## config.mk

```make
export PLATFORM = sky130hd
export DESIGN_NAME = writeback_stage
export DESIGN_NICKNAME = d
export VERILOG_FILES = /design/src/iq_pkg.sv /design/src/writeback_stage.sv
export SDC_FILE = /design/constraint.sdc
export NUM_CORES = 1
export LEC_CHECK = 0
export BUFFER_PORTS_ARGS = -buffer_cell sky130_fd_sc_hd__clkbuf_2
export CORE_MARGIN = 4
export CORE_UTILIZATION = 40
export CTS_BUF_LIST = sky130_fd_sc_hd__clkbuf_2 sky130_fd_sc_hd__clkbuf_4 sky130_fd_sc_hd__clkbuf_8
export DETAILED_ROUTE_END_ITERATION = 8
export GPL_ROUTABILITY_DRIVEN = 1
export HOLD_SLACK_MARGIN = 0.12
export MAX_ROUTING_LAYER = met4
export PLACE_DENSITY = 0.86
export SLEW_MARGIN = 20
export SYNTH_ARGS = -nofsm -noshare
export SYNTH_HDL_FRONTEND = slang
export SYNTH_SLANG_ARGS = --single-unit
```

## constraint.sdc

```tcl
create_clock -name clk -period 2.3 [get_ports clk]
set_input_delay 0.23 -clock clk [delete_from_list [all_inputs] [get_ports clk]]
set_output_delay 0.23 -clock clk [all_outputs]
set_load 0.02 [all_outputs]
```

## src/iq_pkg.sv

```systemverilog
`default_nettype none

package iq_pkg;

    localparam int preg_w = 6;
    localparam int rob_w  = 6;
    localparam int xlen   = 32;

    // bit 3 set marks the immediate forms.
    typedef enum logic [3:0] {
        op_add  = 4'h0,
        op_sub  = 4'h1,
        op_and  = 4'h2,
        op_or   = 4'h3,
        op_xor  = 4'h4,
        op_sll  = 4'h5,
        op_srl  = 4'h6,
        op_slt  = 4'h7,
        op_addi = 4'h8,
        op_andi = 4'h9,
        op_ori  = 4'ha,
        op_xori = 4'hb,
        op_slti = 4'hc,
        op_lui  = 4'hd
    } alu_op_e;

    typedef struct packed {
        logic [3:0]        opcode;
        logic [preg_w-1:0] rd;
        logic [preg_w-1:0] rs1;
        logic [preg_w-1:0] rs2;
        logic [9:0]        unused;
    } r_fmt_s;

    typedef struct packed {
        logic [3:0]        opcode;
        logic [preg_w-1:0] rd;
        logic [preg_w-1:0] rs1;
        logic [15:0]       imm;
    } i_fmt_s;

    typedef union packed {
        r_fmt_s r_fmt;
        i_fmt_s i_fmt;
    } instr_word_u;

    typedef struct packed {
        instr_word_u      word;
        logic [rob_w-1:0] rob;
    } disp_req_s;

    typedef struct packed {
        logic [rob_w-1:0]  rob;
        alu_op_e           op;
        logic [preg_w-1:0] rd;
        logic [preg_w-1:0] rs1;
        logic [preg_w-1:0] rs2;
        logic              use_imm;
        logic [xlen-1:0]   imm;
        logic              use_rs2;
    } uop_s;

    typedef struct packed {
        uop_s            uop;
        logic [xlen-1:0] src1;
        logic [xlen-1:0] src2;
    } issue_s;

    typedef struct packed {
        logic [rob_w-1:0]  rob;
        logic [preg_w-1:0] rd;
        logic [xlen-1:0]   value;
    } result_s;

    typedef struct packed {
        logic [preg_w-1:0] rd;
    } wakeup_s;

    // true when a is older than b; the top bit flips on each lap.
    function automatic logic rob_older(input logic [rob_w-1:0] a, input logic [rob_w-1:0] b);
        if (a[rob_w-1] == b[rob_w-1]) begin
            return a[rob_w-2:0] < b[rob_w-2:0];
        end
        return a[rob_w-2:0] > b[rob_w-2:0];
    endfunction

endpackage

`default_nettype wire

```

## src/writeback_stage.sv

```systemverilog
`default_nettype none

module writeback_stage #(
    parameter int bank_num = 2
) (
    input  logic                     clk,
    input  logic                     arst_n,
    input  logic [bank_num-1:0]      alu_en,
    input  iq_pkg::result_s          alu_res [bank_num],
    input  logic                     redirect_en,
    input  logic [iq_pkg::rob_w-1:0] redirect_rob,
    output logic [bank_num-1:0]      result_en,
    output iq_pkg::result_s          result [bank_num],
    output logic [bank_num-1:0]      wakeup_en,
    output iq_pkg::wakeup_s          wakeup [bank_num]
);
    import iq_pkg::*;

    logic [bank_num-1:0] wb_en;
    logic [bank_num-1:0] kill;
    result_s             wb_res [bank_num];

    // a younger result is suppressed in the redirect cycle itself.
    always_comb begin
        for (int l = 0; l < bank_num; l++) begin
            kill[l]      = redirect_en && rob_older(redirect_rob, wb_res[l].rob);
            result[l]    = wb_res[l];
            wakeup[l].rd = wb_res[l].rd;
        end
    end

    assign result_en = wb_en & ~kill;
    assign wakeup_en = result_en;

    always_ff @(posedge clk or negedge arst_n) begin
        if (!arst_n) begin
            wb_en <= '0;
        end else begin
            for (int l = 0; l < bank_num; l++) begin
                wb_en[l] <= alu_en[l] && !(redirect_en && rob_older(redirect_rob, alu_res[l].rob));
            end
        end
    end

    always_ff @(posedge clk) begin
        wb_res <= alu_res;
    end

endmodule

`default_nettype wire

```

==> results.py <==
metrics = {
    "outcome": {
        "status": "finished clean",
    },
    "logic_synthesis": {
        "syn_area_per_cell_sq_um": 13.2,
        "synth.largest_area_cell": "dfxtp_1",
        "synth_area_leaders": "dfxtp_1, ha_1, buf_4",
        "synth_area_sq_mm": 0.00254,
        "netlist_instances": 192,
        "synth_nets": 311,
        "synthArstFlopShare": 0.0222,
        "netlist.area_leader.share": 0.693,
        "yosys_register_bits": 90,
        "synth_warnings": 0,
        "synth_common_cells": "dfxtp_1, ha_1, inv_1, buf_4, o21ai_0",
        "ys_types": 25,
        "synth_most_common_cell": "dfxtp_1",
        "seq_area_frac_synth": 0.713,
        "ys.flop_type": "dfxtp_1",
        "synth_edf_count": 0,
    },
    "setup_path": {
        "critical_path_class": "reg -> out",
        "worstPathArrival_ns": 2.04,
        "crit_fanout": 2,
        "critPathRequiredTime_ns": 2.07,
        "start_kind": "flop",
        "end_kind": "output pin",
        "startpoint": "result[40]$_DFF_P_",
    },
    "clock_tree": {
        "tritoncts": "built",
        "clk_pin_slew_ns": 0.08,
        "htreeDepth": 3,
        "cts.sinks": 90,
        "root_buffer": "clkbuf_8",
        "cts_buffers": 9,
        "clock_path_buffers": 2,
    },
    "power_and_ir_drop": {
        "power.density_mw_per_mm2": 704,
        "p_leak_nw": 2.47,
        "finalPower_w": 0.00331,
        "p_switching_w": 0.000904,
        "ir_worst_vdd_uv": 566,
        "switching_share": 0.273,
        "clkPwrFrac": 0.312,
        "share_seq_of_total_power": 0.508,
        "comb_power_share": 0.179,
        "intPower_w": 0.00240,
    },
    "layout": {
        "layout-drive-gt1-share": 0.472,
        "nets": 601,
        "fin_util": 0.775,
        "syn_to_final_growth_pct": 84.7,
    },
    "floorplanning": {
        "core_region_area_sq_mm": 0.00606,
        "fp.dieH_microns": 87.7,
        "die_width_microns": 87.7,
        "ios": 203,
        "start_util": 0.419,
        "die-area_sq_mm": 0.00770,
        "rows": 28,
    },
    "global_routing": {
        "grt_pass1_wl_microns": 14400,
        "grt_use_met3": 0.0724,
        "use_met1": 0.260,
        "antenna_found_initial": 1,
        "grt_start_max_net_pins": 16,
        "grt_util_all_layers": 0.261,
        "globalRoute.busiestLayer": "met2",
        "first_global_vias": 2794,
        "met2_usage": 0.468,
        "grt_remaining_overflow": 0,
    },
    "placed_design": {
        "post-place-ws_ns": 0.253,
        "portBuffers": 202,
        "hpwl_microns": 6110,
        "gp_congestion": 0.812,
    },
    "sta": {
        "worstMarginPinSlew_ns": 0.344,
        "hold_viol": 0,
        "setup_ws_ns": 0.0265,
        "period_share": 0.988,
        "setup_violations": 0,
        "fmax_ghz": 0.440,
        "min_period_ns": 2.27,
        "timing.slew.headroom": 0.768,
        "drv_slew": 0,
    },
    "detailed_routing": {
        "detail_route.wl_per_cell_microns": 17.5,
        "drcViolationCount": 0,
        "vias": 2557,
        "drt_wl_total_microns": 9850,
        "drt-pass1-iter-count": 4,
        "drtIter0Drc": 49,
        "drtAntennaViolNets": 0,
        "routed_via_density": 4.54,
    },
    "hold_path": {
        "hold_class": "in -> async",
    },
    "job": {
        "maxCapViolCount": 0,
    },
}
==> path summary, 6_finish.rpt <==
check / end / slack, ns / cells past startpoint
max in group asynchronous: wb_en[0]$_DFF_PN0_ / 2.00 / 2
hold / removal: wb_en[1]$_DFF_PN0_ / 0.20 / 2
setup / recovery: wakeup_en[1] / 0.03 / 7
min in group clk: wb_en[1]$_DFF_PN0_ / 0.29 / 3
==> what timing repair did <==
item,in CTS,in global routing
resized for setup,3,14
hold buffers,91,0
endpoints found under the setup margin,4,4
setup buffers,0,0
endpoints found under the hold margin,92,0
pin swaps,0,2
==> state kept, by name, indices dropped and copies added (netlist names) <==
signal	cells
result	88
wb_en	2
==> worst max-delay path, stage by stage, from the launching register on <==
cell and delay, ns:
dfxtp_2 0.34, inv_1 0.04, ha_1 0.29, a21oi_1 0.10, o21ai_2 0.23, mux2_4 0.32
o211a_1 0.22, buf_4 0.16
==> placed cells by master, fill, tap and decap left out, types with 2 or more instances in the layout <==
cell,n
o211a_1,2
nand2b_1,2
xor2_1,2
dfrtp_1,2
dfxtp_2,5
ha_1,18
inv_1,20
a21oi_1,6
inv_6,2
nand2_1,4
xnor2_1,2
nand4_1,4
ha_4,2
o21ai_2,2
clkbuf_8,11
dfxtp_1,83
o21ai_0,5
nor3_1,2
clkbuf_2,200
dlygate4sd3_1,91
nor2_1,4
==> through the flow <==
stage	setup TNS (ns)	instances	hold WS, ns	area [sq um]
after floorplan	0	192	-0.0656	2540
after detailed placement	0	455	0.0222	3540
after global placement	0	455	0.0206	3540
final	0	563	0.201	4700
after global routing	-0.0734	563	0.197	4700
after CTS	0	562	0.181	4650
==> metal layers <==
layer	vias to the layer above	routed length (microns)
met3	30	598
li1	1205	-
met1	1189	3460
met5	-	0
met4	0	375
met2	133	5420
==> kinds of logic after synthesis <==
kind of cell	count (synthesis)	synth area share
xor gates and xnor gates	4	0.0138
buffers and inverters	34	0.0709
adders and majority gates	20	0.0984
muxes	2	0.00886
AOI/OAI and AO/OA	22	0.0527
DFF	90	0.713
and+or+nand+nor	20	0.0428
==> power groups by stage <==
stage	Clock (W)	Combinational, W	Sequential, W
2_1_floorplan	0	0.000137	0.00181
3_3_place_gp	0	0.000429	0.00170
3_5_place_dp	0	0.000441	0.00171
4_1_cts	0.00104	0.000566	0.00167
5_1_grt	0.00110	0.000635	0.00169
6_report	0.00103	0.000593	0.00168
==> area by class of cell <==
cell class	count	area, sq um
Tap cell	75	93.8
Timing Repair Buffer	293	1920
Inverter	20	75.1
Fill cell	383	1360
Sequential cell	90	1820
Clock inverter	4	33.8
Clock buffer	12	159
Antenna cell	1	2.50
Multi-Input combinational cell	68	591
No activity file was read; power rests on OpenSTA's default activity.
