===== src/iq_pkg.sv =====
`default_nettype none

package iq_pkg;

    localparam int preg_w = 6;
    localparam int rob_w  = 6;
    localparam int xlen   = 32;

    // bit 3 set marks the immediate forms.
    typedef enum logic [3:0] {
        op_add  = 4'h0,
        op_sub  = 4'h1,
        op_and  = 4'h2,
        op_or   = 4'h3,
        op_xor  = 4'h4,
        op_sll  = 4'h5,
        op_srl  = 4'h6,
        op_slt  = 4'h7,
        op_addi = 4'h8,
        op_andi = 4'h9,
        op_ori  = 4'ha,
        op_xori = 4'hb,
        op_slti = 4'hc,
        op_lui  = 4'hd
    } alu_op_e;

    typedef struct packed {
        logic [3:0]        opcode;
        logic [preg_w-1:0] rd;
        logic [preg_w-1:0] rs1;
        logic [preg_w-1:0] rs2;
        logic [9:0]        unused;
    } r_fmt_s;

    typedef struct packed {
        logic [3:0]        opcode;
        logic [preg_w-1:0] rd;
        logic [preg_w-1:0] rs1;
        logic [15:0]       imm;
    } i_fmt_s;

    typedef union packed {
        r_fmt_s r_fmt;
        i_fmt_s i_fmt;
    } instr_word_u;

    typedef struct packed {
        instr_word_u      word;
        logic [rob_w-1:0] rob;
    } disp_req_s;

    typedef struct packed {
        logic [rob_w-1:0]  rob;
        alu_op_e           op;
        logic [preg_w-1:0] rd;
        logic [preg_w-1:0] rs1;
        logic [preg_w-1:0] rs2;
        logic              use_imm;
        logic [xlen-1:0]   imm;
        logic              use_rs2;
    } uop_s;

    typedef struct packed {
        uop_s            uop;
        logic [xlen-1:0] src1;
        logic [xlen-1:0] src2;
    } issue_s;

    typedef struct packed {
        logic [rob_w-1:0]  rob;
        logic [preg_w-1:0] rd;
        logic [xlen-1:0]   value;
    } result_s;

    typedef struct packed {
        logic [preg_w-1:0] rd;
    } wakeup_s;

    // true when a is older than b; the top bit flips on each lap.
    function automatic logic rob_older(input logic [rob_w-1:0] a, input logic [rob_w-1:0] b);
        if (a[rob_w-1] == b[rob_w-1]) begin
            return a[rob_w-2:0] < b[rob_w-2:0];
        end
        return a[rob_w-2:0] > b[rob_w-2:0];
    endfunction

endpackage

`default_nettype wire


===== src/uop_decoder.sv =====
`default_nettype none

module uop_decoder (
    input  logic              clk,
    input  logic              arst_n,
    input  logic              disp_en,
    input  iq_pkg::disp_req_s disp_req,
    output logic              uop_en,
    output iq_pkg::uop_s      uop
);
    import iq_pkg::*;

    instr_word_u w;
    alu_op_e     op;
    uop_s        uop_d;

    assign w  = disp_req.word;
    assign op = alu_op_e'(w.r_fmt.opcode);

    always_comb begin
        uop_d     = '0;
        uop_d.rob = disp_req.rob;
        uop_d.op  = op;
        uop_d.rd  = w.r_fmt.rd;
        uop_d.rs1 = w.r_fmt.rs1;
        if (w.i_fmt.opcode[3]) begin
            // lui has no register source.
            if (op == op_lui) uop_d.rs1 = '0;
            uop_d.use_imm = 1'b1;
            case (op)
                op_addi, op_slti: uop_d.imm = {{16{w.i_fmt.imm[15]}}, w.i_fmt.imm};
                op_lui:           uop_d.imm = {w.i_fmt.imm, 16'h0000};
                default:          uop_d.imm = {16'h0000, w.i_fmt.imm};
            endcase
        end else begin
            uop_d.rs2     = w.r_fmt.rs2;
            uop_d.use_rs2 = 1'b1;
        end
    end

    always_ff @(posedge clk or negedge arst_n) begin
        if (!arst_n) begin
            uop_en <= 1'b0;
        end else begin
            uop_en <= disp_en;
        end
    end

    always_ff @(posedge clk) begin
        uop <= uop_d;
    end

endmodule

`default_nettype wire


===== config.mk =====
export PLATFORM = sky130hd
export DESIGN_NAME = uop_decoder
export DESIGN_NICKNAME = d
export VERILOG_FILES = /design/src/iq_pkg.sv /design/src/uop_decoder.sv
export SDC_FILE = /design/constraint.sdc
export NUM_CORES = 1
export LEC_CHECK = 0
export ABC_AREA = 1
export BUFFER_PORTS_ARGS = -buffer_cell sky130_fd_sc_hd__buf_2
export CORE_MARGIN = 2
export CORE_UTILIZATION = 33
export DETAILED_ROUTE_END_ITERATION = 16
export GPL_ROUTABILITY_DRIVEN = 0
export GPL_TIMING_DRIVEN = 0
export PLACE_DENSITY_LB_ADDON = 0.08
export SYNTH_ARGS = -nofsm -noshare
export SYNTH_HDL_FRONTEND = slang
export SYNTH_SLANG_ARGS = --single-unit

===== constraint.sdc =====
create_clock -name clk -period 0.8 [get_ports clk]
set_input_delay 0.08 -clock clk [delete_from_list [all_inputs] [get_ports clk]]
set_output_delay 0.08 -clock clk [all_outputs]
set_load 0.02 [all_outputs]

==> results.toml, run 1 <==
[flow_run]
drv_cap = 0

[finish]
postLayoutCoreUtil_pct = 66.68
stdcell_count = 396
finalNetCount = 363
antenna_cells = 0
drive_gt1_share_pct = 58.59
area_growth_pct = 95.55

[floorplan]
core.rowCount = 26
start_util_pct = 34.10
die_x_um = 76.65
ios = 104
fp.coreArea_sq_mm = 0.005107
die_h_um = 76.65
die-area_sq_mm = 0.005875

[critical_path]
cp.arrival_ps = 860
cp_common_cell = "buf_6"
cpPeakStageDelay_ps = 320
path_cells = "buf_6, buf_6"
path_max_fanout = 2
critPathLaunchType = "flop"
crit_type = "reg -> out"
slowest_stage = "dfxtp_2"
crit_required_ps = 720
cp-end-kind = "output port"

[timing]
tightest_slew_ps = 210.3
worst_slack_ps = -143.0
grt_setup_unrepaired = "yes"
hold_viol_final = 0
whs_ps = 39.42
post-route-period-util_pct = 117.9
min_period_ps = 943.0
max_slew_margin_pct = 85.94
max_freq_mhz = 1060
setup_viol = 63
drv_slew = 0

[placed_design]
dp_cells = 341
hpwlAfterDp_um = 2826
numPortBuffers = 103

[yosys]
synth_top_cell_area_share_pct = 70.11
synth.net_count = 209
yosys_warnings = 0
synthXorXnorAreaFrac_pct = 0
ys.flop_type = "dfxtp_1"
ys_types = 14
yosysMostFrequentCell = "dfxtp_1"
synth_commonest_cells = "dfxtp_1, nand2_1, nor2_1, nand3_1, inv_1"
synth_top_cell_by_area = "dfxtp_1"
netlist_instances = 168
synthMuxAreaShare_pct = 0
netlist_area_sq_mm = 0.001742
ys_seq_area_share_pct = 71.55
synth_top_family_by_area = "simple AND/OR/NAND/NOR gates"
synth-simple-area-share_pct = 20.40
syn_area_per_cell_sq_um = 10.37
async_reset_ff_share_pct = 1.613
synth.area.top_cells = "dfxtp_1, nand2_1, nor2_1"
ys_seq_elements = 62
synth-compound-area-share_pct = 0
synth_fa_ha_area_share_pct = 0
synth_edf_count = 0

[global_routing]
grt_remaining_overflow = 0
antenna_found_initial = 0
grt_first_pass_wirelength_um = 7707
grt_pass1_vias = 1617
track_usage_pct = 17.36
grt_max_degree = 11

[status]
outcome = "finished with violations"
violations = "setup timing"

[power]
p_total_w = 0.007088
p_per_area_mw_per_mm2 = 2081
p_switching_w = 0.001639
combPwrFrac_pct = 14.6
p_leak_nw = 1.699
p_sw_share_pct = 23.12
internal_power_w = 0.005449
seqPwrFrac_pct = 47.4
clkPwrFrac_pct = 38.0
ir_drop_uv = 1244

[routing]
wl_per_cell_um = 12.26
drc_errors = 0
drtIter0Drc = 77
vias = 1572
ant_nets = 0
drtPass1Iterations = 4
routed_wirelength_um = 4856
viasPerCell = 3.970

[hold_path]
hold_class = "in -> reg"

[clock_tree]
cts_root_buf = "clkbuf_8"
tritoncts = "built"
cts.sinks = 62
htree_levels = 3
cts.path.max_buffers = 2
numCtsBuffers = 9
clkTransAtPathRegs_ps = 60
==> state kept, by name (all words and copies together), names as in the netlist <==
signal	count
uop_en	1
uop	61
==> layout make-up <==
| type | count | area, sq um |
|---|---|---|
| clock buffer | 14 | 162.7 |
| multi-input combinational | 81 | 355.3 |
| sequential | 62 | 1323 |
| timing repair buffer | 143 | 1304 |
| fill | 392 | 1702 |
| clock inverter | 1 | 30.03 |
| buffer | 9 | 81.33 |
| tap | 70 | 87.58 |
| inverter | 16 | 62.56 |
==> cells by family after synthesis <==
family,after synthesis
simple gates,81
flops,62
buf+inv,25
==> per-layer routing <==
metal | GRT usage [%] | vias to the layer above | wire length (um)
met1 | 19.40 | 700 | 1925
met2 | 28.94 | 51 | 2587
met4 | 9.455 | 0 | 89
met5 | 0 | - | 0
li1 | - | 811 | -
met3 | 6.118 | 10 | 253
==> power groups by stage <==
stage               Clock, W  Sequential (W)  Combinational, W
global placement           0         0.00335          0.000691
global route         0.00297         0.00337           0.00110
CTS                  0.00274         0.00335           0.00103
floorplan                  0         0.00357          0.000166
finish               0.00269         0.00336           0.00104
detailed placement         0         0.00335          0.000693
==> per-stage QoR <==
stage	setup WS (ps)	cell area, sq um	setup TNS (ps)
final	-143.0	3406	-2708
after global routing	-185.1	3406	-5069
after CTS	-166.7	3403	-3898
after detailed placement	-98.65	2345	-2632
after global placement	-114.3	2345	-2913
after floorplan	100.4	1742	0
==> repair_timing <==
| action | in CTS | in global routing |
|---|---|---|
| hold buffers | 40 | 0 |
| hold endpoints to repair | 55 | 0 |
| setup endpoints to repair | 63 | 63 |
| resized for setup | 184 | 2 |
| setup buffers | 0 | 0 |
==> final timing paths <==
kind	from	to	slack [ps]	depth (start not counted)
hold / removal	disp_req[21]	uop[16]	40	3
max in group asynchronous	arst_n	uop_en	670	2
setup / recovery	uop[55]	uop[55]	-140	2
min in group asynchronous	arst_n	uop_en	50	2
==> placed cells by master, fill, tap and decap left out <==
cell type	instances
buf_2	43
buf_4	2
buf_6	67
bufinv_16	1
clkbuf_1	3
clkbuf_8	11
dfrtp_1	1
dfxtp_2	61
dlygate4sd3_1	40
inv_1	14
inv_2	1
inv_4	1
nand2_1	33
nand2_4	1
nand3_1	16
nand4_2	1
nor2_1	28
nor2_4	2
==> worst max-delay path: cells and delay by family, from the launching register on <==
kind | cells | cell delay (ps)
buffers and inverters | 2 | 230
flip-flops | 1 | 320
(Power assumes the default switching activity.)
==> run 2: changes to the inputs <==
--- a/config.mk
+++ b/config.mk
@@ -8,7 +8,7 @@
 export ABC_AREA = 1
 export BUFFER_PORTS_ARGS = -buffer_cell sky130_fd_sc_hd__buf_2
 export CORE_MARGIN = 2
-export CORE_UTILIZATION = 33
+export CORE_UTILIZATION = 42
 export DETAILED_ROUTE_END_ITERATION = 16
 export GPL_ROUTABILITY_DRIVEN = 0
 export GPL_TIMING_DRIVEN = 0
==> results.toml, run 2 (same netlist as run 1, synthesis figures left out) <==
[critical_path]
cp-end-kind = "output port"
cp.arrival_ps = 850
crit_type = "reg -> out"
path_max_fanout = 2
path_cells = "buf_6, buf_6"
slowest_stage = "dfxtp_2"
crit_required_ps = 720
critPathLaunchType = "flop"
cpPeakStageDelay_ps = 320
cp_common_cell = "buf_6"

[clock_tree]
htree_levels = 3
numCtsBuffers = 9
cts_root_buf = "clkbuf_8"
cts.path.max_buffers = 2
cts.sinks = 62
tritoncts = "built"
clkTransAtPathRegs_ps = 70

[floorplan]
die_h_um = 68.40
fp.coreArea_sq_mm = 0.004000
ios = 104
die-area_sq_mm = 0.004678
die_x_um = 68.40
core.rowCount = 23
start_util_pct = 43.54

[finish]
antenna_cells = 0
reg_top3 = "uop (61), uop_en (1)"
area_growth_pct = 95.83
regMostFlops = "uop"
most-common-layout-cells = "buf_6, dfxtp_2, buf_2"
fillCellCount = 227
finalNetCount = 363
largest_register_ffs = 61
mostFrequentLayoutCell = "buf_6"
drive_gt1_share_pct = 59.63

[global_routing]
grt_first_pass_wirelength_um = 7624
grt_remaining_overflow = 0
track_usage_pct = 23.32
grt_max_degree = 12
antenna_found_initial = 0
grt_pass1_vias = 1647

[placed_design]
hpwlAfterDp_um = 2649
numPortBuffers = 103

[timing]
max_slew_margin_pct = 87.08
hold_viol_final = 0
tns_ps = -2327
tightest_slew_ps = 193.4
post-route-period-util_pct = 115.8
min_period_ps = 926.5
max_freq_mhz = 1079
grt_setup_unrepaired = "yes"
setup_viol = 63
drv_slew = 0
whs_ps = 38.67
worst_slack_ps = -126.5

[routing]
drc_errors = 0
routed_wirelength_um = 5602
ant_nets = 0
vias = 1683
drtIter0Drc = 50
wl_per_cell_um = 14.86
viasPerCell = 4.464
drtPass1Iterations = 4

[power]
p_leak_nw = 1.710
p_total_w = 0.007436
p_per_area_mw_per_mm2 = 2180
ir_drop_uv = 1637

[status]
outcome = "finished with violations"
violations = "setup timing"

[hold_path]
hold_class = "in -> reg"

[flow_run]
drv_cap = 0
[run 2: final timing paths]
| kind | start | to | cells past startpoint | slack, ps |
|---|---|---|---|---|
| setup / recovery | uop[55] | uop[55] | 2 | -130 |
| hold / removal | disp_req[21] | uop[16] | 3 | 40 |
| max in group asynchronous | arst_n | uop_en | 2 | 640 |
| min in group asynchronous | arst_n | uop_en | 2 | 80 |
[run 2: power by group]
part	internal [W]	switching, W
Combinational	0.000568	0.000495
Clock	0.00183	0.00118
Sequential	0.00328	0.0000829
[run 2: layout make-up]
type                            count  area [sq um]  share of cell area (%)
Sequential cell                    62          1323                   38.77
Timing Repair Buffer              143          1304                   38.22
Multi-Input combinational cell     81         355.3                   10.42
Clock buffer                       10         137.6                   4.035
Clock inverter                      6         85.08                   2.494
Buffer                              9         81.33                   2.384
Inverter                           16         62.56                   1.834
Tap cell                           50         62.56                   1.834
[run 2: metal layers]
metal  vias to the layer above  GRT usage (%)  part of all wire [%]
met5                         -              0                     0
met3                         4          5.757                   5.2
met4                         0          10.00                   1.1
met1                       801          23.60                    37
li1                        814              -                     -
met2                        64          44.47                    57
[run 2: worst max-delay path: cells and delay by family, from the launching register on]
family / cells / cell delay (ps)
buffers and inverters: 2 / 220
flip-flops: 1 / 320
[run 2: through the flow]
step / cell area, sq um / std cells / utilization [%] / worst slack, ps
after floorplan: 1742 / 168 / - / 100.4
after global placement: 2320 / 321 / 57.99 / -99.67
after detailed placement: 2320 / 321 / 57.99 / -104.2
after CTS: 3410 / 377 / 85.24 / -155.7
after global routing: 3411 / 377 / 85.27 / -156.7
final: 3411 / 377 / 85.27 / -126.5
[run 2: what timing repair did]
| item | 4_1_cts | 5_1_grt |
|---|---|---|
| buffers inserted | 0 | 0 |
| gates resized for setup | 185 | 1 |
| endpoints found under the hold margin | 52 | 0 |
| hold buffers | 40 | 0 |
| setup endpoints to repair | 63 | 63 |
