===== config.mk =====
export PLATFORM = sky130hd
export DESIGN_NAME = int_alu
export DESIGN_NICKNAME = d
export VERILOG_FILES = /design/src/iq_pkg.sv /design/src/int_alu.sv
export SDC_FILE = /design/constraint.sdc
export NUM_CORES = 1
export LEC_CHECK = 0
export BUFFER_PORTS_ARGS = -buffer_cell sky130_fd_sc_hd__buf_2
export CAP_MARGIN = 10
export CORE_MARGIN = 4
export CORE_UTILIZATION = 56
export DETAILED_ROUTE_END_ITERATION = 12
export PLACE_DENSITY = 0.9
export SYNTH_ARGS = -nofsm -noshare
export SYNTH_HDL_FRONTEND = slang
export SYNTH_SLANG_ARGS = --single-unit

===== constraint.sdc =====
create_clock -name clk -period 0.8 [get_ports clk]
set_clock_uncertainty 0.15 [all_clocks]
set_input_delay 0.16 -clock clk [delete_from_list [all_inputs] [get_ports clk]]
set_output_delay 0.16 -clock clk [all_outputs]
set_load 0.01 [all_outputs]

===== src/iq_pkg.sv =====
`default_nettype none

package iq_pkg;

    localparam int preg_w = 6;
    localparam int rob_w  = 6;
    localparam int xlen   = 32;

    // bit 3 set marks the immediate forms.
    typedef enum logic [3:0] {
        op_add  = 4'h0,
        op_sub  = 4'h1,
        op_and  = 4'h2,
        op_or   = 4'h3,
        op_xor  = 4'h4,
        op_sll  = 4'h5,
        op_srl  = 4'h6,
        op_slt  = 4'h7,
        op_addi = 4'h8,
        op_andi = 4'h9,
        op_ori  = 4'ha,
        op_xori = 4'hb,
        op_slti = 4'hc,
        op_lui  = 4'hd
    } alu_op_e;

    typedef struct packed {
        logic [3:0]        opcode;
        logic [preg_w-1:0] rd;
        logic [preg_w-1:0] rs1;
        logic [preg_w-1:0] rs2;
        logic [9:0]        unused;
    } r_fmt_s;

    typedef struct packed {
        logic [3:0]        opcode;
        logic [preg_w-1:0] rd;
        logic [preg_w-1:0] rs1;
        logic [15:0]       imm;
    } i_fmt_s;

    typedef union packed {
        r_fmt_s r_fmt;
        i_fmt_s i_fmt;
    } instr_word_u;

    typedef struct packed {
        instr_word_u      word;
        logic [rob_w-1:0] rob;
    } disp_req_s;

    typedef struct packed {
        logic [rob_w-1:0]  rob;
        alu_op_e           op;
        logic [preg_w-1:0] rd;
        logic [preg_w-1:0] rs1;
        logic [preg_w-1:0] rs2;
        logic              use_imm;
        logic [xlen-1:0]   imm;
        logic              use_rs2;
    } uop_s;

    typedef struct packed {
        uop_s            uop;
        logic [xlen-1:0] src1;
        logic [xlen-1:0] src2;
    } issue_s;

    typedef struct packed {
        logic [rob_w-1:0]  rob;
        logic [preg_w-1:0] rd;
        logic [xlen-1:0]   value;
    } result_s;

    typedef struct packed {
        logic [preg_w-1:0] rd;
    } wakeup_s;

    // true when a is older than b; the top bit flips on each lap.
    function automatic logic rob_older(input logic [rob_w-1:0] a, input logic [rob_w-1:0] b);
        if (a[rob_w-1] == b[rob_w-1]) begin
            return a[rob_w-2:0] < b[rob_w-2:0];
        end
        return a[rob_w-2:0] > b[rob_w-2:0];
    endfunction

endpackage

`default_nettype wire


===== src/int_alu.sv =====
`default_nettype none

module int_alu #(
    parameter int bank_num = 2
) (
    input  logic                     clk,
    input  logic                     arst_n,
    input  logic [bank_num-1:0]      iss_en,
    input  iq_pkg::issue_s           iss [bank_num],
    input  logic                     redirect_en,
    input  logic [iq_pkg::rob_w-1:0] redirect_rob,
    output logic [bank_num-1:0]      alu_en,
    output iq_pkg::result_s          alu_res [bank_num]
);
    import iq_pkg::*;

    function automatic logic [xlen-1:0] alu_calc(input alu_op_e op, input logic [xlen-1:0] a,
                                                 input logic [xlen-1:0] b);
        case (op)
            op_add, op_addi: return a + b;
            op_sub:          return a - b;
            op_and, op_andi: return a & b;
            op_or, op_ori:   return a | b;
            op_xor, op_xori: return a ^ b;
            op_sll:          return a << b[4:0];
            op_srl:          return a >> b[4:0];
            op_slt, op_slti: return {{(xlen-1){1'b0}}, $signed(a) < $signed(b)};
            op_lui:          return b;
            default:         return '0;
        endcase
    endfunction

    always_ff @(posedge clk or negedge arst_n) begin
        if (!arst_n) begin
            alu_en <= '0;
        end else begin
            for (int l = 0; l < bank_num; l++) begin
                alu_en[l] <= iss_en[l] &&
                             !(redirect_en && rob_older(redirect_rob, iss[l].uop.rob));
            end
        end
    end

    always_ff @(posedge clk) begin
        for (int l = 0; l < bank_num; l++) begin
            alu_res[l].rob   <= iss[l].uop.rob;
            alu_res[l].rd    <= iss[l].uop.rd;
            alu_res[l].value <= alu_calc(iss[l].uop.op, iss[l].src1, iss[l].src2);
        end
    end

endmodule

`default_nettype wire


==> results summary, run 1 <==
In the synthesized netlist the async set-or-reset flop fraction comes to 2.22%. The number of gates resized after CTS came out at 659. Buffers added to address setup during post-CTS repair amount to 112. The Yosys warning count is 0. The tool reported: "[ERROR DPL-0033] detailed placement checks failed during check placement". The root buffer selected by CTS is clkbuf_16. The mux contribution to synthesized area is 12.9%. The TritonCTS buffer count came out at 9. The initial cell density of the core is 57.3%. Row generation in the floorplan step produced 65 rows. The flow did not finish. The post-synthesis share of cell area spent on and, or, nand and nor gates came out at 17.3%. The maximum buffer depth of the clock tree is 2. Ranked by total cell area, the synthesized netlist is headed by ha_1, dfxtp_1, a21oi_1. The total of hold buffers inserted after clock tree synthesis came out at 27. The sequential cell area fraction in the yosys report came out at 9.92%.

The top-area cell type share of the netlist area came out at 14.0%. The distinct cell type count after synthesis is 87. The number of placed cells counting well taps is 3962. The number of clock sinks came out at 90.

The cell count after synthesis is 2558. The count of input and output buffers is 260. The arithmetic-cell share of the synthesized area counting full adders, half adders and majority gates came out at 14.4%. The number of H-tree branching levels is 3. In the synthesized netlist the dominant register cell turns out to be dfxtp_1. The height of the die came out at 189 µm. At the end of routability-driven placement, the weighted congestion stood at 1.32.

Summing the areas of all xor and xnor instances in the mapped netlist gives 0.575% of the synthesized area. 353 I/O pins were placed. The mapped cell area came out at 0.0183 mm². The detailed placer's ending HPWL came out at 90100 µm. The main combinational cell family by area after synthesis is compound AO/OA/AOI/OAI gates.

The flop and latch count out of synthesis came out at 90. The post-synthesis compound-gate area fraction is 36.8%. The width of the chip is 189 µm. The synthesized netlist net count came out at 3029. Dividing the synthesized area by the synthesized cell count gives 7.14 µm².

The cell accounting for the most synthesized area is ha_1. The terminating stage of the flow is clock tree synthesis (4_1_cts). The count of flip-flops with a built-in enable after synthesis came out at 0.
## cell families after synthesis
group / count (synthesis)
simple gates: 705
compound gates: 988
fa+ha+maj: 208
buf+inv: 392
xor+xnor: 12
mux: 163
flops: 90
## stage by stage
stage | TNS [ps] | util (%) | instance area, µm² | hold WS (ps) | setup slack [ps]
after detailed placement | -151270 | 84.1 | 26800 | -188 | -2710
after global placement | -139640 | 84.1 | 26800 | -192 | -2500
after floorplan | -118950 | - | 19100 | -286 | -2650
## synthesized netlist by cell type (8+ instances only)
cell type / number
a21o_1: 44
nand2b_1: 13
dfxtp_1: 88
xnor2_1: 8
a21oi_1: 252
a221oi_1: 61
a211oi_1: 37
mux2_2: 17
nand4_1: 10
o211ai_1: 39
ha_1: 204
o31ai_1: 20
o21bai_1: 43
o221ai_1: 32
o22ai_1: 40
a211o_1: 16
o21a_1: 9
mux2i_1: 90
nor3_1: 46
nand3b_1: 10
a221o_1: 52
nor4_1: 11
nand2_1: 160
and2_1: 11
nor2b_1: 22
o2111ai_1: 13
mux4_2: 56
nor2_1: 319
buf_2: 12
or3_1: 15
a31oi_1: 24
nand3_1: 50
a22oi_1: 25
buf_1: 27
o21ai_0: 188
and3_1: 8
inv_1: 192
o41ai_1: 10
clkbuf_1: 156
==> inputs of run 2 (changes only) <==
- CORE_UTILIZATION: 56 -> 40
- PLACE_DENSITY: 0.9 -> not set
- PLACE_DENSITY_LB_ADDON: not set -> 0.15
==> results summary, run 2 <==
The run finished, with violations left. The final reports fail on hold timing, setup timing. The count of final hold-check violations is 3. The initial cell density of the core came out at 40.3%. The initial antenna violation count came out at 5. The wire length on met3 is 13200 µm. The synthesized netlist net count is 3029. The flop and latch count out of synthesis came out at 90. The worst setup path is captured at a flip-flop.

The global route total overflow came out at 0. The tree built by TritonCTS fans out to 90 sinks. The CTS tree is yes. Of all cell types, the one taking the most synthesized area is ha_1.

The distinct cell type count after synthesis is 87. The TritonCTS buffer count is 9. The starting DRC count in detailed routing is 3692. The total setup violations reported at the end of the flow came out at 156.

At the worst endpoint, the arrival time is 3030 ps. The post-synthesis share of cell area spent on and, or, nand and nor gates came out at 17.3%. The count of input and output buffers is 260. The max-slew violation total from the final report came out at 0.

The global router's overall resource usage is 44.6%. After detailed routing, the total wire length is 120000 µm. The final sum of negative setup slack is -143350 ps. The smallest setup slack after layout came out at -2120 ps.

The number of global-route vias before repair came to 27800. The maximum buffer depth of the clock tree is 2. The number of maximum-capacitance constraint violations is 0. The final layout net count came out at 4271. The placer's final routability congestion estimate came out at 1.08.

The worst setup path endpoint is alu_res[66]$_DFF_P_. After Yosys synthesis, XOR and XNOR cells account for 0.575% of the synthesized area. The share of post-route cells with drive strength above 1 came out at 52.3%. In the final routing, the length of wire on met1 measures 41100 µm.

In this run the clock root is driven by a clkbuf_16. The worst-case headroom to the max-slew limit is 49.1%. After synthesis, the largest family of logic cells by area is compound AO/OA/AOI/OAI gates.

The maximum fanout along the worst path is 2. The flip-flop count of the largest register after layout is 88. Entering global routing, the biggest net connects 66 pins. The total met2 wirelength after detailed routing came out at 53200 µm. Setup repair after global routing could not meet its margin everywhere. Summed over all cells, the static leakage comes to 0.0154 µW. The mapped cell area is 0.0183 mm². The library cells used most frequently in the layout, excluding fill and tap cells, are buf_4, nor2_1, a21oi_1. The count of flip-flops with a built-in enable after synthesis is 0. The final cell count without fillers came out at 4406. The utilization after layout came out at 73.1%. The highest layer touched by signal routing is met5. VDD sags by at most 0.000992 V. In this run the power density over the cells is 1080 mW/mm². The full die area is 0.0492 mm². Ranked by total cell area, the synthesized netlist is headed by ha_1, dfxtp_1, a21oi_1. The mux contribution to synthesized area is 12.9%. In the final routed layout, each cell accounts on average for 27.3 µm.

The library cell used most frequently in the layout, excluding fill and tap cells, is buf_4. Static timing analysis puts the maximum clock frequency at 343 MHz. The number of design rule violations left after detail routing is 0. The largest registers in the layout are alu_res (88), alu_en (2). The first-pass GRT wire length is 171000 µm.

The routed layout has 28500 vias. For this run, asynchronously set or reset flops after synthesis account for 2.22%. The clock-pin slew on the worst setup and hold paths came out at 80 ps. The arithmetic-cell share of the synthesized area counting full adders, half adders and majority gates came out at 14.4%. The worst-case hold slack came out at -68.7 ps. nor2_1 is the most common cell in the netlist. The final cycle utilization of the critical path is 365%.

In this run the number of H-tree levels came out at 3. The Yosys warning count came out at 0. Summed over its instances, the top area cell type makes up 14.0% of the synthesized netlist area. The slew at the pin closest to its max-slew limit came out at 763 ps. The number of nets still failing antenna checks after routing is 0. The floorplan has 78 rows. The data required time of the worst path came out at 910 ps. After floorplanning, the core was sized to cover 0.0453 mm². The min-delay analysis places its worst path in the category in2async. The register area is 0.00190 mm². The register with the most flip-flops is alu_res. The width of the chip is 222 µm. Summing the areas of all compound-gate instances in the mapped netlist gives 36.8% of the synthesized area. The die is 222 µm tall. The I/O pin count came out at 353.

The detailed placer's ending HPWL came out at 87300 µm. In the synthesized netlist the dominant register cell turns out to be dfxtp_1. The total of hold buffers inserted after clock tree synthesis is 28. In the final layout, the multi-input gates occupy 0.0176 mm². The commonest cells after synthesis are nor2_1, a21oi_1, ha_1. The cell count after synthesis is 2558.

The average via count per standard cell is 6.47. The kind of critical path is in2reg. The layout-stage area growth over the synthesis result is 81.2%. The final period demand of the worst path is 2920 ps. The average cell area after synthesis is 7.14 µm². The launching instance or port of the critical path is iss[158]. The fill cell total of the finished layout came out at 3384.

The detailed-router iteration count before antenna repair came out at 6. The kind of launch point of the worst setup path is a primary input. Once placement completed, the tool counted placed cells totaling 4224. For this run, the register share of the synthesized area comes to 9.92%.
[run 2: cells by family (layout without fill, tap and decap cells)]
| kind of cell | after synthesis | in the layout |
|---|---|---|
| DFF | 90 | 90 |
| other | 0 | 1 |
| AOI/OAI and AO/OA | 988 | 988 |
| xor gates and xnor gates | 12 | 12 |
| and+or+nand+nor | 705 | 705 |
| buffers and inverters | 392 | 1639 |
| muxes | 163 | 163 |
| adders and majority gates | 208 | 208 |
[run 2: worst min path at each step]
stage	to	start	slack, ps	depth (start not counted)
floorplan	alu_en[0]$_DFF_PN0_	arst_n	-290	0
global placement	alu_en[1]$_DFF_PN0_	arst_n	-210	1
detailed placement	alu_en[1]$_DFF_PN0_	arst_n	-200	1
CTS	alu_en[0]$_DFF_PN0_	arst_n	-90	2
global route	alu_en[0]$_DFF_PN0_	arst_n	-70	2
finish	alu_en[0]$_DFF_PN0_	arst_n	-70	2
[run 2: repair_timing]
item / in CTS / in global routing
setup endpoints to repair: 156 / 156
buffers inserted: 104 / 60
pin swaps: 171 / 103
cloned: 10 / 1
resized for setup: 577 / 260
endpoints found under the hold margin: 30 / 2
[run 2: routing by layer]
metal / up-vias / GRT usage (%)
met5: - / 0
met1: 13400 / 51.8
li1: 12100 / -
met4: 4 / 33.7
met3: 753 / 8.31
met2: 2250 / 72.8
[run 2: area by class of cell]
type | instances | area share (%)
sequential | 90 | 5.73
inverter | 197 | 2.69
clock inverter | 6 | 0.227
tap | 600 | 2.27
clock buffer | 10 | 0.692
multi-input combinational | 2076 | 53.1
timing repair buffer | 1426 | 35.3
antenna | 1 | 0.00756
[run 2: through the flow]
step	hold slack (ps)	power [µW]	setup WS, ps	area (µm²)
2_1_floorplan	-286	14800	-2650	19100
3_5_place_dp	-204	25300	-2800	27800
4_1_cts	-91.0	33300	-2090	31700
5_1_grt	-65.9	37000	-2200	33100
3_3_place_gp	-206	25000	-2690	27800
6_report	-68.7	35900	-2120	33100
[run 2: worst max-delay path, stage by stage]
cell and delay [ps]:
buf_8 110, inv_6 50, ha_4 130, inv_2 30, fa_2 340, nor2b_4 150, o311a_4 370, o2111ai_2 190
nand3b_1 200, a221oi_4 350, nor3_1 70, or3_1 310, a21o_1 190, a221oi_2 250, o221ai_1 130
[run 2: where the power goes]
group	internal [µW]	switching [µW]	total (µW)
logic	12100	13100	25200
clock network	2470	2420	4900
registers	5260	479	5740
No activity file was read; power rests on OpenSTA's default activity.
