$ cat config.mk
export PLATFORM = sky130hd
export DESIGN_NAME = int_issue_queue
export DESIGN_NICKNAME = d
export VERILOG_FILES = /design/src/iq_pkg.sv /design/src/issue_bank.sv /design/src/int_issue_queue.sv
export SDC_FILE = /design/constraint.sdc
export NUM_CORES = 1
export LEC_CHECK = 0
export CAP_MARGIN = 5
export CORE_ASPECT_RATIO = 0.7
export CORE_MARGIN = 5
export CORE_UTILIZATION = 35
export DETAILED_ROUTE_END_ITERATION = 16
export DONT_BUFFER_PORTS = 1
export PLACE_DENSITY = 0.5
export SLEW_MARGIN = 20
export SYNTH_ARGS = -nofsm -noshare
export SYNTH_HDL_FRONTEND = slang
export SYNTH_SLANG_ARGS = --single-unit
$ cat constraint.sdc
create_clock -name clk -period 8.9 [get_ports clk]
set_clock_uncertainty 0.1 [all_clocks]
set_input_delay 0.445 -clock clk [delete_from_list [all_inputs] [get_ports clk]]
set_output_delay 0.445 -clock clk [all_outputs]
set_load 0.02 [all_outputs]
$ cat src/iq_pkg.sv
`default_nettype none

package iq_pkg;

    localparam int preg_w = 6;
    localparam int rob_w  = 6;
    localparam int xlen   = 32;

    // bit 3 set marks the immediate forms.
    typedef enum logic [3:0] {
        op_add  = 4'h0,
        op_sub  = 4'h1,
        op_and  = 4'h2,
        op_or   = 4'h3,
        op_xor  = 4'h4,
        op_sll  = 4'h5,
        op_srl  = 4'h6,
        op_slt  = 4'h7,
        op_addi = 4'h8,
        op_andi = 4'h9,
        op_ori  = 4'ha,
        op_xori = 4'hb,
        op_slti = 4'hc,
        op_lui  = 4'hd
    } alu_op_e;

    typedef struct packed {
        logic [3:0]        opcode;
        logic [preg_w-1:0] rd;
        logic [preg_w-1:0] rs1;
        logic [preg_w-1:0] rs2;
        logic [9:0]        unused;
    } r_fmt_s;

    typedef struct packed {
        logic [3:0]        opcode;
        logic [preg_w-1:0] rd;
        logic [preg_w-1:0] rs1;
        logic [15:0]       imm;
    } i_fmt_s;

    typedef union packed {
        r_fmt_s r_fmt;
        i_fmt_s i_fmt;
    } instr_word_u;

    typedef struct packed {
        instr_word_u      word;
        logic [rob_w-1:0] rob;
    } disp_req_s;

    typedef struct packed {
        logic [rob_w-1:0]  rob;
        alu_op_e           op;
        logic [preg_w-1:0] rd;
        logic [preg_w-1:0] rs1;
        logic [preg_w-1:0] rs2;
        logic              use_imm;
        logic [xlen-1:0]   imm;
        logic              use_rs2;
    } uop_s;

    typedef struct packed {
        uop_s            uop;
        logic [xlen-1:0] src1;
        logic [xlen-1:0] src2;
    } issue_s;

    typedef struct packed {
        logic [rob_w-1:0]  rob;
        logic [preg_w-1:0] rd;
        logic [xlen-1:0]   value;
    } result_s;

    typedef struct packed {
        logic [preg_w-1:0] rd;
    } wakeup_s;

    // true when a is older than b; the top bit flips on each lap.
    function automatic logic rob_older(input logic [rob_w-1:0] a, input logic [rob_w-1:0] b);
        if (a[rob_w-1] == b[rob_w-1]) begin
            return a[rob_w-2:0] < b[rob_w-2:0];
        end
        return a[rob_w-2:0] > b[rob_w-2:0];
    endfunction

endpackage

`default_nettype wire

$ cat src/issue_bank.sv
`default_nettype none

module issue_bank #(
    parameter int bank_num  = 2,
    parameter int bank_size = 4
) (
    input  logic                            clk,
    input  logic                            arst_n,
    input  logic                            ins_en,
    input  iq_pkg::uop_s                    ins_uop,
    input  logic                            ins_rdy1,
    input  logic                            ins_rdy2,
    input  logic [bank_num-1:0]             wakeup_en,
    input  iq_pkg::wakeup_s                 wakeup [bank_num],
    input  logic                            redirect_en,
    input  logic [iq_pkg::rob_w-1:0]        redirect_rob,
    output logic                            sel_en,
    output iq_pkg::uop_s                    sel_uop,
    output logic [$clog2(bank_size+1)-1:0]  count,
    output logic                            full
);
    import iq_pkg::*;

    localparam int idx_w = (bank_size > 1) ? $clog2(bank_size) : 1;

    uop_s                 ent [bank_size];
    logic [bank_size-1:0] valid;
    logic [bank_size-1:0] rdy1;
    logic [bank_size-1:0] rdy2;
    logic [bank_size-1:0] wake1;
    logic [bank_size-1:0] wake2;
    logic [bank_size-1:0] flush;
    logic [idx_w-1:0]     free_idx;
    logic [idx_w-1:0]     sel_idx;

    // source match against every writeback lane.
    always_comb begin
        wake1 = '0;
        wake2 = '0;
        for (int i = 0; i < bank_size; i++) begin
            for (int l = 0; l < bank_num; l++) begin
                if (wakeup_en[l] && wakeup[l].rd == ent[i].rs1) wake1[i] = 1'b1;
                if (wakeup_en[l] && wakeup[l].rd == ent[i].rs2) wake2[i] = 1'b1;
            end
            flush[i] = redirect_en && valid[i] && rob_older(redirect_rob, ent[i].rob);
        end
    end

    // lowest free slot.
    always_comb begin
        free_idx = '0;
        for (int i = bank_size - 1; i >= 0; i--) begin
            if (!valid[i]) free_idx = idx_w'(i);
        end
    end

    // oldest entry with both sources ready.
    always_comb begin
        sel_en  = 1'b0;
        sel_idx = '0;
        for (int i = 0; i < bank_size; i++) begin
            if (valid[i] && rdy1[i] && rdy2[i] &&
                (!sel_en || rob_older(ent[i].rob, ent[sel_idx].rob))) begin
                sel_en  = 1'b1;
                sel_idx = idx_w'(i);
            end
        end
    end

    assign sel_uop = ent[sel_idx];
    assign full    = &valid;

    always_comb begin
        count = '0;
        for (int i = 0; i < bank_size; i++) begin
            count = count + valid[i];
        end
    end

    always_ff @(posedge clk or negedge arst_n) begin
        if (!arst_n) begin
            valid <= '0;
            rdy1  <= '0;
            rdy2  <= '0;
        end else begin
            for (int i = 0; i < bank_size; i++) begin
                rdy1[i] <= rdy1[i] | wake1[i];
                rdy2[i] <= rdy2[i] | wake2[i];
                if ((sel_en && sel_idx == idx_w'(i)) || flush[i]) valid[i] <= 1'b0;
                if (ins_en && !full && free_idx == idx_w'(i)) begin
                    valid[i] <= 1'b1;
                    rdy1[i]  <= ins_rdy1;
                    rdy2[i]  <= ins_rdy2;
                end
            end
        end
    end

    always_ff @(posedge clk) begin
        if (ins_en && !full) ent[free_idx] <= ins_uop;
    end

endmodule

`default_nettype wire

$ cat src/int_issue_queue.sv
`default_nettype none

module int_issue_queue #(
    parameter int bank_num  = 2,
    parameter int bank_size = 4
) (
    input  logic                      clk,
    input  logic                      arst_n,
    input  logic                      uop_en,
    input  iq_pkg::uop_s              uop,
    input  logic [bank_num-1:0]       wakeup_en,
    input  iq_pkg::wakeup_s           wakeup [bank_num],
    input  logic                      redirect_en,
    input  logic [iq_pkg::rob_w-1:0]  redirect_rob,
    output logic [iq_pkg::preg_w-1:0] rd_addr [2*bank_num],
    input  logic [iq_pkg::xlen-1:0]   rd_data [2*bank_num],
    output logic [iq_pkg::preg_w-1:0] rdy_addr [2],
    input  logic [1:0]                rdy_bits,
    output logic                      clr_en,
    output logic [iq_pkg::preg_w-1:0] clr_addr,
    output logic [bank_num-1:0]       iss_en,
    output iq_pkg::issue_s            iss [bank_num],
    output logic                      queue_full
);
    import iq_pkg::*;

    localparam int tgt_w = (bank_num > 1) ? $clog2(bank_num) : 1;
    localparam int cnt_w = $clog2(bank_size + 1);

    logic [cnt_w-1:0]    count [bank_num];
    logic [bank_num-1:0] full;
    logic [bank_num-1:0] sel_en;
    uop_s                sel_uop [bank_num];
    logic [tgt_w-1:0]    tgt;
    logic                accept;
    logic                wake1;
    logic                wake2;

    assign queue_full  = |full;
    assign accept      = uop_en && !queue_full &&
                         !(redirect_en && rob_older(redirect_rob, uop.rob));
    assign rdy_addr[0] = uop.rs1;
    assign rdy_addr[1] = uop.rs2;
    assign clr_en      = accept;
    assign clr_addr    = uop.rd;

    // fewest entries wins, ties to the lower bank.
    always_comb begin
        tgt = '0;
        for (int b = 1; b < bank_num; b++) begin
            if (count[b] < count[tgt]) tgt = tgt_w'(b);
        end
    end

    // a write completing this cycle is not yet in the ready table.
    always_comb begin
        wake1 = 1'b0;
        wake2 = 1'b0;
        for (int l = 0; l < bank_num; l++) begin
            if (wakeup_en[l] && wakeup[l].rd == uop.rs1) wake1 = 1'b1;
            if (wakeup_en[l] && wakeup[l].rd == uop.rs2) wake2 = 1'b1;
        end
    end

    for (genvar b = 0; b < bank_num; b++) begin : g_bank
        issue_bank #(
            .bank_num  (bank_num),
            .bank_size (bank_size)
        ) bank_i (
            .clk          (clk),
            .arst_n       (arst_n),
            .ins_en       (accept && tgt == tgt_w'(b)),
            .ins_uop      (uop),
            .ins_rdy1     (rdy_bits[0] | wake1),
            .ins_rdy2     (!uop.use_rs2 | rdy_bits[1] | wake2),
            .wakeup_en    (wakeup_en),
            .wakeup       (wakeup),
            .redirect_en  (redirect_en),
            .redirect_rob (redirect_rob),
            .sel_en       (sel_en[b]),
            .sel_uop      (sel_uop[b]),
            .count        (count[b]),
            .full         (full[b])
        );

        assign rd_addr[2*b]   = sel_uop[b].rs1;
        assign rd_addr[2*b+1] = sel_uop[b].rs2;

        always_ff @(posedge clk) begin
            iss[b].uop  <= sel_uop[b];
            iss[b].src1 <= rd_data[2*b];
            iss[b].src2 <= sel_uop[b].use_imm ? sel_uop[b].imm : rd_data[2*b+1];
        end
    end

    always_ff @(posedge clk or negedge arst_n) begin
        if (!arst_n) begin
            iss_en <= '0;
        end else begin
            for (int b = 0; b < bank_num; b++) begin
                iss_en[b] <= sel_en[b] &&
                             !(redirect_en && rob_older(redirect_rob, sel_uop[b].rob));
            end
        end
    end

endmodule

`default_nettype wire

==> metrics.md <==
| Metric | Value |
|---|---|
| Horizontal die dimension | 367.7 µm |
| Count of flip-flops with a built-in enable after synthesis | 496 |
| Worst Tran Pin Value | 0.9821 ns |
| Worst hold slack after final layout | 0.07296 ns |
| Switching fraction of total power | 34.19% |
| Worst setup slack for register-to-register paths | 0.70 ns |
| Simple-Gate Fraction of Synth Area | 8.243% |
| Power Internal | 7.790 mW |
| Share of post-route cells with drive strength above 1 | 10.17% |
| Number of antenna violations at the first check in global routing | 6 |
| #FFs+latches synth | 774 |
| Start-to-end type of the worst setup path | reg -> out |
| CP Launch Point | g_bank[1].bank_i.ent[1][60] |
| Clock slew at reported path FFs | 0.06 ns |
| Cell type contributing the most total cell area after synthesis | sky130_fd_sc_hd__edfxtp_1 |
| Final net count | 2799 |
| Final worst path period share | 95.02% |
| Slowest library cell on the worst path | sky130_fd_sc_hd__a221o_2 |
| Mean area per synthesized cell | 13.46 µm² |
| Detailed-route DRC error count | 0 |
| Total Power Consumption | 11.84 mW |
| Layout overhead on the synthesized area | 18.65% |
| Bufs on Longest Clock Path | 3 |
| Hold_sp | rdy_bits[1] |
| MaxCap Viol Count | 0 |
| Max stage delay on crit path | 0.58 ns |
| Drt via density | 5.150 |
| Fraction of synthesized area in multiplexers | 3.836% |
| Num CTS Buffers | 79 |
| Post-detailed-routing wire length | 90790 µm |
| Detailed router's first-iteration violation count | 1434 |
| Count of port buffers added during placement | 0 |
| WHS Path Cells | 3 |
| Routed wire length per instance | 24.38 µm |
| HPWL Detailed | 56570 µm |
| Total via count in the routed design | 19170 |
| Max Slew Vio Count | 0 |
| H-tree levels | 3 |
| Most used flip-flop cell after synthesis | sky130_fd_sc_hd__edfxtp_1 |
| RR Endpoint | iss_en[1] |
| Synthesized instance count | 2328 |
| Critical path required time | 8.36 ns |
| Top cell type's share of synthesized area | 47.52% |
| Die Y-Extent | 260.4 µm |
| Number of cells on the worst reg-to-reg path | 36 |
| Setup tns final | 0 ns |
| Clk pwr share | 29.3% |
| Status | complete, no violations |
| Net switching power figure | 4.047 mW |
| Cell family contributing the most delay on the critical path | compound AO/OA/AOI/OAI gates |
| TritonCTS clock tree | yes |
| Area of the core | 88470 µm² |
| Placed cells | 3371 |
| Static leakage | 13.63 nW |
| Combinational share of power | 22.8% |
| Clock sinks | 774 |
| Via count of the first global-routing pass | 19520 |
| Layout Cells excl Fill | 3723 |
| Type of element capturing the critical path | output port |
| Sort of element at the start of the critical path | flop |
| Crit. path cell count | 29 |
| Worst Hold Class | in -> reg |
| Yosys cell types | 74 |
| GP Congestion | 0.8733 |
| GRT Total Usage | 18.10% |
| Maximum number of pins on one net before global-route repair | 120 |
| Peak supply drop | 0.1690 mV |
| Number of nets produced by synthesis | 2637 |
| Largest family of logic cells by synthesized area | compound AO/OA/AOI/OAI gates |
| Worst-case hold path end point | g_bank[0].bank_i.rdy2[3] |
| Number of setup violations in the final report | 0 |
| Register area share after synthesis | 65.69% |
| Count of final hold-check violations | 0 |
| Initial core utilization | 35.43% |
| Power density normalized to cell area | 318.3 nW/µm² |
| Most frequent standard cell in the layout excluding fill and tap cells | sky130_fd_sc_hd__edfxtp_1 |
| Cell chosen for the clock root | sky130_fd_sc_hd__clkbuf_16 |
| Startpoint of the lowest-slack register-to-register path | g_bank[1].bank_i.ent[1][60] |
| Normalized max-slew margin | 34.53% |
| Area of the mapped netlist | 31350 µm² |
| Biggest fanout along the worst timing path | 48 |
| DRT Pass-1 Iters | 5 |
| Endpoint arrival time on the critical path | 7.91 ns |
| Unrepaired setup endpoints after global routing | false |
| Compound-Gate Fraction of Synth Area | 8.411% |
| Xor-xnor portion of the synthesized cell area | 6.479% |
| # rows | 91 |
| Die ar. | 95740 µm² |
| Ranking of synthesized cells by area | sky130_fd_sc_hd__edfxtp_1 48%, sky130_fd_sc_hd__dfxtp_1 16%, sky130_fd_sc_hd__ha_1 3.6%, sky130_fd_sc_hd__xor2_1 3.3%, sky130_fd_sc_hd__xnor2_1 3.1% |
| Adder and majority cell fraction of the synthesized area | 3.760% |
| FMAX | 0.1182 GHz |
| Final critical delay including setup and external delays | 8.457 ns |
| Async S/R FF share, synth | 3.359% |
| Sum of overflow across all layers after global routing | 0 |
| Leading cell types in the layout, fill and taps excluded | 496 x sky130_fd_sc_hd__edfxtp_1, 252 x sky130_fd_sc_hd__dfxtp_1, 194 x sky130_fd_sc_hd__dlygate4sd3_1, 176 x sky130_fd_sc_hd__nand2_1, 152 x sky130_fd_sc_hd__a21oi_1 |
| Clock latency at the later pin of the worst-skew pair | 0.65 ns |
| Warnings from Yosys | 0 |
| Final antenna-violating net count | 0 |
| Fraction of power consumed by sequential logic | 47.8% |
| Critical path buffer and inverter count | 3 |
| First-pass GRT wire length | 130700 µm |
| Top Ports | 514 |
Yosys cell counts, types with 29 or more instances:
master and count:
sky130_fd_sc_hd__a21oi_1 152, sky130_fd_sc_hd__a221o_1 80, sky130_fd_sc_hd__and3_1 31, sky130_fd_sc_hd__buf_4 45, sky130_fd_sc_hd__clkbuf_1 70, sky130_fd_sc_hd__dfxtp_1 252, sky130_fd_sc_hd__edfxtp_1 496, sky130_fd_sc_hd__ha_1 91
sky130_fd_sc_hd__inv_1 72, sky130_fd_sc_hd__mux2_4 29, sky130_fd_sc_hd__nand2_1 177, sky130_fd_sc_hd__nand3_1 37, sky130_fd_sc_hd__nand3b_1 35, sky130_fd_sc_hd__nand4_1 40, sky130_fd_sc_hd__nor2_1 89, sky130_fd_sc_hd__nor4_1 53
sky130_fd_sc_hd__o21ai_0 49, sky130_fd_sc_hd__xnor2_1 111, sky130_fd_sc_hd__xor2_1 119
timing repair:
action	in CTS	in global routing
resized for setup	2	18
endpoints found under the setup margin	1	20
hold endpoints to repair	660	8
hold buffers	194	1
gates cloned	0	2
pin swaps	0	1
setup buffers	0	2
power by group through the flow:
stage          Clock (mW)  Combinational, mW  Sequential (mW)
2_1_floorplan           0               1.95             5.58
3_3_place_gp            0               2.52             5.75
3_5_place_dp            0               2.57             5.75
4_1_cts              3.58               2.70             5.68
5_1_grt              3.73               2.98             5.73
6_report             3.47               2.70             5.66
state kept, by name (all words and copies together), names as in the netlist:
signal / flops
g_bank.bank_i.ent: 496
g_bank.bank_i.rdy1: 8
iss: 252
g_bank.bank_i.valid: 8
g_bank.bank_i.rdy2: 8
iss_en: 2
final cells by class:
| type | instances | area, µm² |
|---|---|---|
| Inverter | 73 | 275.3 |
| Clock buffer | 105 | 2271 |
| Antenna cell | 5 | 12.51 |
| Fill cell | 8044 | 51280 |
| Sequential cell | 774 | 20590 |
| Tap cell | 1162 | 1454 |
| Timing Repair Buffer | 239 | 2361 |
| Multi-Input combinational cell | 1323 | 9742 |
| Clock inverter | 42 | 485.5 |
worst min-delay path, delay by kind of cell:
kind                   cells  cell delay (ns)
and+or+nand+nor            1             0.03
AOI/OAI and AO/OA          1             0.14
buffers and inverters      1             0.16
per-stage QoR:
step	utilization (%)	instance area (µm²)	worst slack, ns
after floorplan	-	31350	0.5060
after global placement	36.57	32360	1.069
after detailed placement	36.57	32360	0.6655
after CTS	41.91	37080	0.1549
after global routing	42.03	37180	0.02226
final	42.04	37190	0.4429
worst max path at each step:
stage,end,slack [ns]
2_1_floorplan,iss_en[0],0.51
3_3_place_gp,iss_en[0],1.07
3_5_place_dp,iss_en[0],0.67
4_1_cts,rd_addr[13],0.15
5_1_grt,rd_addr[13],0.02
6_report,rd_addr[1],0.44
metal layers:
layer | routed length, µm | global-route usage [%] | up-vias
met5 | 0 | 0 | -
met4 | 1727 | 4.462 | 0
met2 | 41690 | 28.72 | 589
met3 | 5589 | 4.125 | 113
li1 | - | - | 8861
met1 | 41780 | 25.30 | 9609
logic make-up (layout without fill, tap and decap cells):
family,count (synthesis),after routing
and+or+nand+nor,513,514
other,0,5
buffers and inverters,232,459
xor gates and xnor gates,231,231
muxes,99,99
DFF,774,774
AOI/OAI and AO/OA,386,386
adders and majority gates,93,93
No activity file was read; power rests on OpenSTA's default activity.
